<file path="src/verilog/accel_pkg.sv">
package accel_pkg;

	// ------------------------------------------------------------
	// payload types
	// ------------------------------------------------------------
	typedef logic        [31:0] word_t;  // host word
	typedef logic signed [15:0] elem_t;  // data and weight operand
	typedef logic signed [31:0] acc_t;   // wraps on overflow

	typedef enum logic [2:0] {
		OP_MAC      = 3'd1,  // plain dot product
		OP_MAC_RELU = 3'd2   // negative result clamps to zero
	} op_e;

	typedef struct packed {
		op_e         op;
		logic [15:0] length;  // pairs, 0 means 1
		acc_t        bias;
	} layer_desc_t;

	// ------------------------------------------------------------
	// command word 0 layout
	// ------------------------------------------------------------
	localparam int CMD_OP_LSB  = 0;
	localparam int CMD_LEN_LSB = 8;

	function automatic logic op_valid(input logic [2:0] op_bits);
		return (op_bits == OP_MAC) || (op_bits == OP_MAC_RELU);
	endfunction

endpackage

</file>
<file path="src/verilog/layer_if.sv">
`timescale 1ns/1ps

interface layer_if;
	import accel_pkg::*;

	logic        desc_valid;  // held until accepted
	logic        desc_ready;  // engine idle
	layer_desc_t desc;

	modport src (
		output desc_valid,
		output desc,
		input  desc_ready
	);

	modport snk (
		input  desc_valid,
		input  desc,
		output desc_ready
	);

endinterface

</file>
<file path="src/verilog/cmd_decoder.sv">
`timescale 1ns/1ps

module cmd_decoder (
	input  logic             okClk,
	input  logic             i_rst_n,
	input  accel_pkg::word_t i_cmd_word,
	input  logic             i_cmd_valid,
	output logic             o_cmd_rd,
	output logic [7:0]       o_bad_cmd_count,
	layer_if.src             desc_out
);

	import accel_pkg::*;

	typedef enum logic [1:0] {
		ST_WORD0,  // op and length
		ST_WORD1,  // bias
		ST_ISSUE   // descriptor offered to engine
	} state_e;

	state_e      state;
	layer_desc_t desc_q;
	logic        op_ok;  // opcode check from word 0

	assign o_cmd_rd            = i_cmd_valid && (state != ST_ISSUE);
	assign desc_out.desc_valid = (state == ST_ISSUE);
	assign desc_out.desc       = desc_q;

	// ------------------------------------------------------------
	// command FSM
	// ------------------------------------------------------------
	always_ff @(posedge okClk) begin
		if (!i_rst_n) begin
			state           <= ST_WORD0;
			o_bad_cmd_count <= '0;
		end else begin
			case (state)
				ST_WORD0: begin
					if (o_cmd_rd)
						state <= ST_WORD1;
				end
				ST_WORD1: begin
					if (o_cmd_rd) begin
						if (op_ok) begin
							state <= ST_ISSUE;
						end else begin
							state <= ST_WORD0;  // bias word discarded
							if (o_bad_cmd_count != 8'hff)
								o_bad_cmd_count <= o_bad_cmd_count + 8'd1;
						end
					end
				end
				ST_ISSUE: begin
					if (desc_out.desc_ready)
						state <= ST_WORD0;
				end
				default: state <= ST_WORD0;
			endcase
		end
	end

	// field capture
	always_ff @(posedge okClk) begin
		if (o_cmd_rd && (state == ST_WORD0)) begin
			desc_q.op     <= op_e'(i_cmd_word[CMD_OP_LSB +: 3]);
			desc_q.length <= i_cmd_word[CMD_LEN_LSB +: 16];
			op_ok         <= op_valid(i_cmd_word[CMD_OP_LSB +: 3]);
		end
		if (o_cmd_rd && (state == ST_WORD1))
			desc_q.bias <= acc_t'(i_cmd_word);
	end

endmodule

</file>
<file path="src/flat_wrapper.sv">
// flat-port wrapper written by rule: the top's interface ports become plain ports
module cmd_decoder_flat import accel_pkg::*;
  (okClk, i_rst_n, i_cmd_word, i_cmd_valid, o_cmd_rd, o_bad_cmd_count, desc_out_desc_valid, desc_out_desc, desc_out_desc_ready);
  layer_if desc_out_i ();
  input  logic okClk;
  input  logic i_rst_n;
  input  accel_pkg::word_t i_cmd_word;
  input  logic i_cmd_valid;
  output logic o_cmd_rd;
  output logic [7:0] o_bad_cmd_count;
  output wire logic [$bits(desc_out_i.desc_valid)-1:0] desc_out_desc_valid;
  output wire logic [$bits(desc_out_i.desc)-1:0] desc_out_desc;
  input wire logic [$bits(desc_out_i.desc_ready)-1:0] desc_out_desc_ready;
  assign desc_out_desc_valid = desc_out_i.desc_valid;
  assign desc_out_desc = desc_out_i.desc;
  assign desc_out_i.desc_ready = desc_out_desc_ready;
  cmd_decoder u_core (.okClk(okClk), .i_rst_n(i_rst_n), .i_cmd_word(i_cmd_word), .i_cmd_valid(i_cmd_valid), .o_cmd_rd(o_cmd_rd), .o_bad_cmd_count(o_bad_cmd_count), .desc_out(desc_out_i));
endmodule
</file>
<file path="config.mk">
export PLATFORM = sky130hd
export DESIGN_NAME = cmd_decoder_flat
export DESIGN_NICKNAME = d
export VERILOG_FILES = /design/src/verilog/accel_pkg.sv /design/src/verilog/layer_if.sv /design/src/verilog/cmd_decoder.sv /design/src/flat_wrapper.sv
export SDC_FILE = /design/constraint.sdc
export NUM_CORES = 1
export LEC_CHECK = 0
export BUFFER_PORTS_ARGS = -buffer_cell sky130_fd_sc_hd__buf_4
export CAP_MARGIN = 10
export CORE_MARGIN = 1.5
export CORE_UTILIZATION = 49
export DETAILED_ROUTE_END_ITERATION = 8
export PLACE_DENSITY_LB_ADDON = 0.3
export SYNTH_ARGS = -nofsm -noshare
export SYNTH_HDL_FRONTEND = slang
export SYNTH_SLANG_ARGS = --single-unit
</file>
<file path="constraint.sdc">
create_clock -name okClk -period 3.6 [get_ports okClk]
set_input_delay 0.54 -clock okClk [delete_from_list [all_inputs] [get_ports okClk]]
set_output_delay 0.54 -clock okClk [all_outputs]
set_load 0.05 [all_outputs]
</file>
# ---- After elaboration in Yosys (flattened, before gate mapping)
# Index checks and enable logic that the tools add are counted.
dict set report word_totals {
  regBits 62
  out_inout_bits 61
}
dict set report classes {
  add_sub_neg 1
  n_eq_ne 9
  mux 5
  bitwise 1
  n_reduce_logical 7
}
# op n
set op_table {}
lappend op_table {{adder 8 x 1 -> 8 bit (second input constant)} 1}
lappend op_table {{two-way mux 2 bit} 4}
lappend op_table {{!= test 8 bit (second input constant)} 1}
lappend op_table {{!= test 2 x 1 -> 1 bit (second input constant)} 3}
lappend op_table {{case mux 2 bit (3 select lines)} 1}
lappend op_table {{AND reduction 4 bit} 1}
lappend op_table {{== test 3 x 1 -> 1 bit (second input constant)} 1}
lappend op_table {{== test 3 x 2 -> 1 bit (second input constant)} 1}
lappend op_table {{logical AND 1 bit} 3}
lappend op_table {{AND reduction 3 bit} 1}
lappend op_table {{== test 2 x 1 -> 1 bit (second input constant)} 1}
lappend op_table {{== test 2 bit (second input constant)} 1}
lappend op_table {{zero test 2 bit} 1}
lappend op_table {{!= test 2 bit (second input constant)} 1}
lappend op_table {{logical OR 1 bit} 1}
lappend op_table {{inverter 1 bit} 1}

# ---- Depth between registers and ports, before layout
# Gate-level depths: netlist of run 1.
dict set report logic_depth {
  ltp_word 4
  depth_mapped 4
  mapped_depth_nobuf 4
}

# ---- Worst setup path after synthesis of run 1
# OpenSTA, ideal clock, no wires.
dict set report synth_timing {
  path_type {input -> register}
  startpoint {input port i_cmd_valid}
  endpoint {register u_core.desc_q (netlist bit u_core.desc_out.desc[32]), enable pin}
  t_arrival_ns 2.062
  required_ns 3.173
  path_slack_ns 1.111
  cell_stages 1
  path_buffers 0
  path_cell_list {nor3b_1}
}
dict set report synth_via {
  elab_chain_cells 2
}
# item line
set synth_lines {}
lappend synth_lines {{start: declaration} flat_wrapper.sv:8} ;# input logic i_cmd_valid;
lappend synth_lines {{logical AND 1 bit} cmd_decoder.sv:25} ;# assign o_cmd_rd = i_cmd_valid && (state != ST_ISSUE);
lappend synth_lines {{logical AND 1 bit} cmd_decoder.sv:64} ;# if (o_cmd_rd && (state == ST_WORD0)) begin
lappend synth_lines {{end: declaration} cmd_decoder.sv:22} ;# layer_desc_t desc_q;
# Every way passes these cells.
# A chain may end at the register's enable or synchronous reset.

# ---- Worst setup path after layout of run 1
dict set report layout_timing {
  startpoint {register u_core.state[0]}
  endpoint {output port o_cmd_rd}
}
dict set report layout_via {
  elab_chain_cells 2
}
# item line
set layout_lines {}
lappend layout_lines {{start: declaration} cmd_decoder.sv:21} ;# state_e state;
lappend layout_lines {{start signal: assignment} cmd_decoder.sv:34} ;# state <= ST_WORD0;
lappend layout_lines {{start signal: assignment} cmd_decoder.sv:40} ;# state <= ST_WORD1;
lappend layout_lines {{start signal: assignment} cmd_decoder.sv:45} ;# state <= ST_ISSUE;
lappend layout_lines {{!= test 2 bit} cmd_decoder.sv:25}
lappend layout_lines {{logical AND 1 bit} cmd_decoder.sv:25}
lappend layout_lines {{end: declaration} flat_wrapper.sv:9} ;# output logic o_cmd_rd;
# Every way passes these cells.

==> metrics.md, run 1 <==
| Metric | Value |
|---|---|
| Outcome | `complete, no violations` |
| Clock latency on the worst-skew pair | `0.32 ns` |
| Ports | `97` |
| Gr usage total | `20.5%` |
| Top Usage Layer GRT | `met2` |
| Critical path type | `flop to output pin` |
| Post-synth design cell area | `2120 um^2` |
| Crit path launch type | `flop` |
| ANT nets after route | `0` |
| # rows | `23` |
| Fmax | `0.537 GHz` |
| DP Wirelength | `3.30 mm` |
| Synthesized area per cell | `18.8 um^2` |
| # setup viols final | `0` |
| Avg WL per Cell | `16.6 um` |
| Synth Area in Simple Gates | `8.01%` |
| Vias in the first global route | `1299` |
| TritonCTS Buffers | `9` |
| Sw frac | `25.0%` |
| Most common cell in the netlist | `edfxtp_1` |
| RD Place Congestion | `0.989` |
| Synth Area in Adders | `0.589%` |
| CP arrival | `1.32 ns` |
| Internal cell power | `1.25 mW` |
| DRC Markers | `0` |
| Post-synth EDFFs | `52` |
| P&R area growth vs syn | `46.8%` |
| Die Ht | `68.8 um` |
| Post-CTS Resized | `0` |
| Share of layout cells above drive strength 1 | `51.6%` |
| LEAKAGE | `1.29 nW` |
| CTS Buffer Depth | `2` |
| Cell taking the most area after synthesis | `edfxtp_1` |
| RSZ-0062 raised after global routing | `no` |
| H-tree levels | `3` |
| Seq/Total Area, Yosys | `82.9%` |
| Final wirelength | `4.57 mm` |
| Overflow left after global routing | `0` |
| Net switching power | `0.416 mW` |
| First-pass GRT wire length | `6.56 mm` |
| Worst-path clk slew | `0.06 ns` |
| Synth top area share | `73.5%` |
| Ranking of synthesized cells by area | `edfxtp_1 (73%), dfxtp_1 (9.4%), mux2i_1 (1.4%)` |
| Largest family of logic cells by synthesized area | `simple AND/OR/NAND/NOR gates` |
| Antenna diode count | `0` |
| Via density | `5.13` |
| Combinational power share | `13.9%` |
| Predominant post-synthesis flop cell | `edfxtp_1` |
| Die width | `68.8 um` |
| Max Cap Viol | `0` |
| Fin. Hold Viols | `0` |
| XOR/XNOR share of the synthesized area | `0.824%` |
| Final worst path period need | `1.86 ns` |
| CTS tree | `built` |
| Initial antenna violation count | `0` |
| Critical path peak fanout | `6` |
| Fin crit share | `51.7%` |
| Worst min path class | `input port to flop` |
| Starting Density | `52.0%` |
| Slew Limit Fails | `0` |
| Mapped Nets | `150` |
| Slew headroom | `50.3%` |
| Endpoint kind of the worst setup timing path | `output pin` |
| M3 GR Usage | `7.63%` |
| Worst-Margin Slew | `0.745 ns` |
| Largest net degree at the start of global routing | `34` |
| Post-layout power | `1.67 mW` |
| Post-synthesis mux area share | `1.41%` |
| Layout Skew | `0.00696 ns` |
| Met1 Track Usage GR | `23.8%` |
| Iteration-0 DRC Markers | `113` |
| Critical Path RT | `3.06 ns` |
| Layout Nets | `257` |
| VDD IR max | `0.278 mV` |
| Clock network fraction of total power | `36.0%` |
| Drt pass-1 iters | `4` |
| Synth async-reset ratio | `0%` |
| Synthesized instance count | `113` |
| Setup TNS | `0 ns` |
| Synth cell types | `32` |
| Cts hold-fix bufs | `0` |
| Utilization after layout | `76.3%` |
| Die area | `4740 um^2` |
| Post-synthesis compound-gate area fraction | `5.36%` |
| CTS sink count | `62` |
| IO buf count | `96` |
| CORE AREA | `4090 um^2` |
| Met2 Track Usage GR | `33.2%` |
| # Post-CTS Setup Buffers | `0` |
| Most frequent cells after synthesis | `edfxtp_1 (52), dfxtp_1 (10), nand2_1 (8)` |
| PwrDens | `535 nW/um^2` |
| Root Driver | `clkbuf_8` |
| Sequential power share | `50.1%` |
| Seq cells post-synth | `62` |
| Ys Warns | `0` |
| Vias | `1412` |
## stage by stage
stage               hold slack, ns  setup slack (ns)  area [um^2]  std cells
floorplan                    0.456              1.11         2120        113
global placement             0.495              1.90         2920        259
detailed placement           0.519              1.85         2920        259
CTS                          0.376              1.72         3120        275
global route                 0.365              1.66         3120        275
finish                       0.388              1.74         3120        275
## power groups by stage
stage / Combinational, mW / Sequential, mW / Clock, mW
2_1_floorplan: 0.0300 / 0.961 / 0
3_3_place_gp: 0.229 / 0.849 / 0
3_5_place_dp: 0.234 / 0.852 / 0
4_1_cts: 0.234 / 0.837 / 0.612
5_1_grt: 0.243 / 0.839 / 0.651
6_report: 0.232 / 0.837 / 0.600
## critical path, stage by stage, from the launching register on
cell	delay, ns
dfxtp_1	0.43
and2b_2	0.26
nor2b_1	0.10
buf_4	0.20
## worst paths after layout
kind,slack (ns),startpoint,endpoint,depth (start not counted)
worst max-delay path,1.74,u_core.state[0]$_SDFFE_PN0P_,o_cmd_rd,3
worst min-delay path,0.39,i_cmd_word[3],u_core.desc_out.desc[3]$_DFFE_PP_,1
worst max register to register,2.00,u_core.o_bad_cmd_count[0]$_SDFFE_PN0P_,u_core.o_bad_cmd_count[3]$_SDFFE_PN0P_,4
worst min register to register,0.53,u_core.state[1]$_SDFFE_PN0P_,u_core.state[0]$_SDFFE_PN0P_,1
## metal layers
metal	vias up	wire [um]
met1	656	1690
met3	10	404
met5	-	0
li1	665	-
met4	0	97
met2	81	2370
## layout by cell type, fill, tap and decap left out, drive strengths merged, types with 2 or more instances in the layout
cell type and n:
a2111oi 2, a211oi 2, a41o 2, and3 3, buf 97, clkbuf 13
dfxtp 10, edfxtp 52, inv 4, mux2i 3, nand2 8, nand2b 2
nor2 2, o311a 2, xnor2 2
## logic make-up (layout without fill, tap and decap cells)
family,count (synthesis),after routing
flops,62,62
simple gates,27,27
compound gates,13,13
buf+inv,5,117
mux,3,3
xor+xnor,2,2
fa+ha+maj,1,1
## sequential cells by signal, indices dropped and copies added (netlist names)
name,flops
u_core.desc_out.desc,51
u_core.o_bad_cmd_count,8
u_core.state,2
u_core.op_ok,1
## cell type report
cell class,count,area [um^2]
sequential,62,1760
fill,245,968
timing repair buffer,97,728
multi-input combinational,46,349
clock buffer,13,159
tap,50,62.6
clock inverter,3,42.5
inverter,4,15.0
Power figures use the tool's default switching activity.
==> inputs of run 2 (changes only) <==
--- a/config.mk
+++ b/config.mk
@@ -5,10 +5,11 @@
 export SDC_FILE = /design/constraint.sdc
 export NUM_CORES = 1
 export LEC_CHECK = 0
+export ABC_AREA = 1
 export BUFFER_PORTS_ARGS = -buffer_cell sky130_fd_sc_hd__buf_4
 export CAP_MARGIN = 10
 export CORE_MARGIN = 1.5
-export CORE_UTILIZATION = 49
+export CORE_UTILIZATION = 46
 export DETAILED_ROUTE_END_ITERATION = 8
 export PLACE_DENSITY_LB_ADDON = 0.3
 export SYNTH_ARGS = -nofsm -noshare
==> constraint.sdc (replaced) <==
create_clock -name okClk -period 1.75 [get_ports okClk]
set_input_delay 0.2625 -clock okClk [delete_from_list [all_inputs] [get_ports okClk]]
set_output_delay 0.2625 -clock okClk [all_outputs]
set_load 0.05 [all_outputs]
==> run 2 against run 1 <==
Net effect: critical path depth grew 1; clock skew down 0.0019 ns; cell count grew 11%; non-clock buffer count grew 2; combinational power rose by 83%; total power rose by 97%; worst hold slack lost 0.28 ns; sequential power rose by 100%; clock power increased by 93%; die area up 7.1%; flip-flop and latch count stayed put; largest cell class unchanged; largest power group unchanged.
==> metrics.md, run 2 <==
| Metric | Value |
|---|---|
| Outcome | `complete, no violations (unchanged)` |
| Synth top area share | `72.9% (was 73.5%)` |
| Synthesized area per cell | `15.3 um^2 (was 18.8 um^2)` |
| P&R area growth vs syn | `46.2% (was 46.8%)` |
| Most common cell in the netlist | `edfxtp_1 (unchanged)` |
| Post-synth design cell area | `2140 um^2 (was 2120 um^2)` |
| Fin crit share | `80.1%` |
| # rows | `24 (was 23)` |
| Min-delay src | `i_cmd_word[25] (was i_cmd_word[3])` |
| DP Area | `2950 um^2 (was 2920 um^2)` |
| Die width | `71.3 um (was 68.8 um)` |
| Synthesized instance count | `140 (was 113)` |
| Cell taking the most area after synthesis | `edfxtp_1 (unchanged)` |
| Die area | `5080 um^2 (was 4740 um^2)` |
| Vias | `1457 (was 1412)` |
| Predominant post-synthesis flop cell | `edfxtp_1 (unchanged)` |
| Ranking of synthesized cells by area | `edfxtp_1 (73%), dfxtp_1 (9.3%), nand2_1 (3.7%) (was edfxtp_1 (73%), dfxtp_1 (9.4%), mux2i_1 (1.4%))` |
| Critical path type | `flop to output pin (unchanged)` |
| Max reg flops | `51 (unchanged)` |
| CORE AREA | `4410 um^2 (was 4090 um^2)` |
| Setup TNS | `0 ns (unchanged)` |
| Most frequent cells after synthesis | `edfxtp_1 (52), nand2_1 (21), nor2_1 (19) (was edfxtp_1 (52), dfxtp_1 (10), nand2_1 (8))` |
| Most frequent cells in the layout | `buf_4 (99), edfxtp_1 (52), nand2_1 (21) (was buf_4 (97), edfxtp_1 (52), clkbuf_8 (11))` |
| Root Driver | `clkbuf_8 (unchanged)` |
| Seq/Total Area, Yosys | `82.2% (was 82.9%)` |
| Ports | `97 (unchanged)` |
| LEAKAGE | `1.33 nW (was 1.29 nW)` |
| Pre-CTS WS | `0.416 ns (was 1.85 ns)` |
| Worst min path class | `input port to flop (unchanged)` |
| Layout Skew | `0.00506 ns (was 0.00696 ns)` |
| CP max stage delay | `0.34 ns (was 0.43 ns)` |
| PwrDens | `1050 nW/um^2 (was 535 nW/um^2)` |
| Final wirelength | `4.25 mm (was 4.57 mm)` |
| H-tree levels | `3 (unchanged)` |
| Fin cells | `306 (was 275)` |
| Synth cell types | `19 (was 32)` |
| Worst reg2reg setup slack | `0.40 ns (was 2.00 ns)` |
| Fin. Hold Viols | `0 (unchanged)` |
| Overflow left after global routing | `0 (unchanged)` |
| Critical Path RT | `1.49 ns (was 3.06 ns)` |
| Design area | `3130 um^2 (was 3120 um^2)` |
| CP arrival | `1.14 ns (was 1.32 ns)` |
| First-pass GRT wire length | `6.16 mm (was 6.56 mm)` |
| Most common cell after layout, fill and taps aside | `buf_4 (unchanged)` |
| RD Place Congestion | `0.794 (was 0.989)` |
| Post-layout power | `3.28 mW (was 1.67 mW)` |
| Worst Setup SP | `u_core.state[1]$_SDFFE_PN0P_ (was u_core.state[0]$_SDFFE_PN0P_)` |
| Initial antenna violation count | `0 (unchanged)` |
| ANT nets after route | `0 (unchanged)` |
| Iteration-0 DRC Markers | `80 (was 113)` |
| CP Cell Sequence | `inv_1 -> nor2_2 -> nor2_1 -> buf_4 (was and2b_2 -> nor2b_1 -> buf_4)` |
| Starting Density | `48.6% (was 52.0%)` |
| CTS Buffer Depth | `2 (unchanged)` |
| CP Buf/Inv Count | `2 (was 1)` |
| CTS tree | `built (unchanged)` |
| Utilization after layout | `71.0% (was 76.3%)` |
| Vias in the first global route | `1339 (was 1299)` |
| Via density | `4.76 (was 5.13)` |
| Post-CTS Resized | `0 (unchanged)` |
| Antenna diode count | `0 (unchanged)` |
| Worst hold slack | `0.108 ns (was 0.388 ns)` |
| # setup viols final | `0 (unchanged)` |
| Fmax | `0.714 GHz` |
| # Post-CTS Setup Buffers | `0 (unchanged)` |
| DP Wirelength | `3.00 mm (was 3.30 mm)` |
| CTS sink count | `62 (unchanged)` |
| Ys Warns | `0 (unchanged)` |
| Avg WL per Cell | `13.9 um (was 16.6 um)` |
| RSZ-0062 raised after global routing | `no (unchanged)` |
| Drt pass-1 iters | `4 (unchanged)` |
| Clock latency on the worst-skew pair | `0.33 ns (was 0.32 ns)` |
| Synth async-reset ratio | `0% (unchanged)` |
| Gr usage total | `16.5% (was 20.5%)` |
| Seq cells post-synth | `62 (unchanged)` |
| Final worst setup slack | `0.348 ns (was 1.74 ns)` |
| IO buf count | `96 (unchanged)` |
| Endpoint kind of the worst setup timing path | `output pin (unchanged)` |
| VDD IR max | `0.706 mV (was 0.278 mV)` |
| Max Cap Viol | `0 (unchanged)` |
| Post-synth EDFFs | `52 (unchanged)` |
| TritonCTS Buffers | `9 (unchanged)` |
| Layout Nets | `287 (was 257)` |
| Cells after DPL | `291 (was 259)` |
| Share of layout cells above drive strength 1 | `47.2% (was 51.6%)` |
| Die Ht | `71.3 um (was 68.8 um)` |
| Largest net degree at the start of global routing | `23 (was 34)` |
| Crit path launch type | `flop (unchanged)` |
| Worst-path clk slew | `0.06 ns (about the same)` |
| Critical-path top delay cell | `dfxtp_1 (unchanged)` |
| CP top delay family | `flip-flops (unchanged)` |
| Cts hold-fix bufs | `0 (unchanged)` |
| DRC Markers | `0 (unchanged)` |
| RR Startpoint | `u_core.o_bad_cmd_count[0]$_SDFFE_PN0P_ (unchanged)` |
| Critical path peak fanout | `3 (was 6)` |
| Final worst path period need | `1.40 ns` |
| Slew Limit Fails | `0 (unchanged)` |
| Slew headroom | `80.3% (was 50.3%)` |
| Worst-Margin Slew | `0.296 ns (was 0.745 ns)` |
| Mapped Nets | `177 (was 150)` |
==> run 2: kinds of logic after synthesis <==
logic type      Yosys count  synth area share, %
compound gates            7                 1.75
xor+xnor                  2                0.817
fa+ha+maj                 1                0.584
buf+inv                  14                 2.57
flops                    62                 82.2
simple gates             54                 12.1
==> run 2: power breakdown <==
group | switching, mW | internal (mW)
sequential | 0.0247 | 1.68
combinational | 0.289 | 0.136
clock | 0.517 | 0.640
==> run 2: path summary, 6_finish.rpt <==
path | end | cells after the start
setup / recovery | o_cmd_rd | 4
hold / removal | u_core.desc_out.desc[25]$_DFFE_PP_ | 1
setup reg to reg | u_core.o_bad_cmd_count[2]$_SDFFE_PN0P_ | 8
hold reg to reg | u_core.o_bad_cmd_count[3]$_SDFFE_PN0P_ | 2
==> run 2: cell type report <==
class                   instances  area [um^2]
repair buffers                 99          743
inverters                      14         55.1
fillers                       300         1280
multi-input cells              64          329
flip-flops and latches         62         1760
well taps                      52         65.1
clock inverters                 5         51.3
clock buffers                  10          128
==> run 2: per-layer routing <==
| metal | global-route usage [%] | up-vias | part of all wire, % |
|---|---|---|---|
| met5 | 0 | - | 0 |
| met3 | 9.42 | 4 | 11 |
| li1 | - | 702 | - |
| met1 | 18.1 | 676 | 38 |
| met4 | 6.29 | 0 | 0.99 |
| met2 | 26.6 | 75 | 50 |
==> inputs of run 3 (changes only) <==
==> constraint.sdc (replaced) <==
create_clock -name okClk -period 1.5 [get_ports okClk]
set_input_delay 0.225 -clock okClk [delete_from_list [all_inputs] [get_ports okClk]]
set_output_delay 0.225 -clock okClk [all_outputs]
set_load 0.05 [all_outputs]
==> run 3 against run 2 <==
Net effect: clock power is essentially flat; critical path depth is the same; clock skew shrank 0.0014 ns; critical endpoint unchanged; design area grew 0.24%; combinational power grew 19%; die area is the same; cell count is the same.
==> metrics.md, run 3 (synthesized netlist as in run 2, its figures left out) <==
| Metric | Value |
|---|---|
| Fmax | `0.761 GHz` |
| Met2 Wirelength | `2.14 mm (was 2.12 mm)` |
| Top Metal Used | `met4 (unchanged)` |
| DP Area | `2990 um^2 (was 2950 um^2)` |
| Crit path launch type | `flop (unchanged)` |
| Post-CTS Resized | `0 (unchanged)` |
| ANT nets after route | `0 (unchanged)` |
| Gr usage total | `17.6% (was 16.5%)` |
| CTS Buffer Depth | `2 (unchanged)` |
| Max Cap Viol | `0 (unchanged)` |
| Ports | `97 (unchanged)` |
| Initial antenna violation count | `0 (unchanged)` |
| Setup TNS | `0 ns (unchanged)` |
| DP Wirelength | `3.06 mm (was 3.00 mm)` |
| M1 wire length | `1.58 mm (was 1.62 mm)` |
| CP Cell Sequence | `inv_1 -> nor2_2 -> nor2_1 -> buf_4 (unchanged)` |
| Met3 Wirelength | `437 um (was 474 um)` |
| PwrDens | `1170 nW/um^2 (was 1050 nW/um^2)` |
| Cts hold-fix bufs | `0 (unchanged)` |
| Vias | `1436 (was 1457)` |
| IO buf count | `96 (unchanged)` |
| Critical path type | `flop to output pin (unchanged)` |
| Critical Path RT | `1.27 ns (was 1.49 ns)` |
| Final worst path period need | `1.31 ns` |
| Iteration-0 DRC Markers | `65 (was 80)` |
| Vias in the first global route | `1425 (was 1339)` |
| Die width | `71.3 um (unchanged)` |
| Critical path peak fanout | `3 (unchanged)` |
| Clock latency on the worst-skew pair | `0.32 ns (was 0.33 ns)` |
| CP max stage delay | `0.31 ns (was 0.34 ns)` |
| Overflow left after global routing | `0 (unchanged)` |
| Die area | `5080 um^2 (unchanged)` |
| Layout Nets | `287 (unchanged)` |
| Max reg flops | `51 (unchanged)` |
| Slew Limit Fails | `0 (unchanged)` |
| # rows | `24 (unchanged)` |
| LEAKAGE | `1.32 nW (was 1.33 nW)` |
| RSZ-0062 raised after global routing | `no (unchanged)` |
| Avg WL per Cell | `13.8 um (was 13.9 um)` |
| Die Ht | `71.3 um (unchanged)` |
| CORE AREA | `4410 um^2 (unchanged)` |
| Multi-input gate area | `329 um^2 (unchanged)` |
| CP top delay family | `flip-flops (unchanged)` |
| CTS tree | `built (unchanged)` |
| TritonCTS Buffers | `9 (unchanged)` |
| Most common cell after layout, fill and taps aside | `buf_4 (unchanged)` |
| First-pass GRT wire length | `6.53 mm (was 6.16 mm)` |
| # setup viols final | `0 (unchanged)` |
| Starting Density | `48.6% (unchanged)` |
| Fin. Hold Viols | `0 (unchanged)` |
| Fin crit share | `87.6%` |
| CTS sink count | `62 (unchanged)` |
| Worst-path clk slew | `0.06 ns (about the same)` |
| Final wirelength | `4.23 mm (was 4.25 mm)` |
| Largest net degree at the start of global routing | `24 (was 23)` |
| Endpoint kind of the worst setup timing path | `output pin (unchanged)` |
| Antenna diode count | `0 (unchanged)` |
| Critical-path top delay cell | `dfxtp_1 (unchanged)` |
| Share of layout cells above drive strength 1 | `48.8% (was 47.2%)` |
| Design area | `3140 um^2 (was 3130 um^2)` |
| CP arrival | `1.09 ns (was 1.14 ns)` |
| VDD IR max | `0.889 mV (was 0.706 mV)` |
| Worst min path class | `input port to flop (unchanged)` |
| CP Buf/Inv Count | `2 (unchanged)` |
| Drt pass-1 iters | `4 (unchanged)` |
| Root Driver | `clkbuf_8 (unchanged)` |
| Worst-Margin Slew | `0.224 ns (was 0.296 ns)` |
| P&R area growth vs syn | `46.5% (was 46.2%)` |
| Slew headroom | `85.0% (was 80.3%)` |
| H-tree levels | `3 (unchanged)` |
| Via density | `4.69 (was 4.76)` |
| Fill count | `313 (was 300)` |
| RD Place Congestion | `0.849 (was 0.794)` |
| Outcome | `complete, no violations (unchanged)` |
| Most frequent cells in the layout | `buf_4 (97), edfxtp_1 (52), nand2_1 (21) (was buf_4 (99), edfxtp_1 (52), nand2_1 (21))` |
| DRC Markers | `0 (unchanged)` |
| # Post-CTS Setup Buffers | `0 (unchanged)` |
| Layout Skew | `0.00369 ns (was 0.00506 ns)` |
| Sequential cell area | `1760 um^2 (about the same)` |
run 3: cell count changes in the layout (fill, tap and decap cells not counted):
cell	delta
buf_12	+2
buf_4	-2
clkinv_2	+2
dfxtp_1	-2
dfxtp_2	+2
bufinv_16	-1
clkinv_1	-1
clkinvlp_4	+1
inv_1	-1
run 3: cell type report:
class	count	share of cell area, %
Clock buffer	10	4.06
Timing Repair Buffer	99	24.5
Tap cell	52	2.07
Inverter	14	1.87
Multi-Input combinational cell	64	10.5
Sequential cell	62	56.2
Clock inverter	5	0.876
run 3: worst paths after layout:
kind / from / endpoint / slack, ns / depth (start not counted)
max: u_core.state[1]$_SDFFE_PN0P_ / o_cmd_rd / 0.19 / 4
min: i_cmd_word[24] / u_core.desc_out.desc[24]$_DFFE_PP_ / 0.07 / 1
max reg2reg: u_core.o_bad_cmd_count[0]$_SDFFE_PN0P_ / u_core.o_bad_cmd_count[1]$_SDFFE_PN0P_ / 0.23 / 8
min reg2reg: u_core.o_bad_cmd_count[3]$_SDFFE_PN0P_ / u_core.o_bad_cmd_count[3]$_SDFFE_PN0P_ / 0.52 / 2
run 3: through the flow:
step / setup slack, ns / power [mW] / utilization [%] / hold slack, ns / instances
finish: 0.185 / 3.67 / 71.1 / 0.0720 / 306
global placement: 0.282 / 2.52 / 67.6 / 0.403 / 291
global route: 0.0979 / 3.80 / 71.1 / 0.0502 / 306
detailed placement: 0.243 / 2.53 / 67.6 / 0.404 / 291
floorplan: 0.0618 / 2.31 / - / 0.324 / 140
CTS: 0.161 / 3.71 / 71.1 / 0.0571 / 306
run 3: layer usage:
metal	GRT usage [%]	vias up
met5	0	-
met3	8.30	6
li1	-	704
met1	18.7	666
met2	28.7	60
met4	10.1	0
run 3: report_power, final:
part / internal (mW) / total [mW] / switching, mW
logic: 0.168 / 0.506 / 0.338
registers: 1.96 / 1.99 / 0.0299
clock network: 0.577 / 1.18 / 0.598
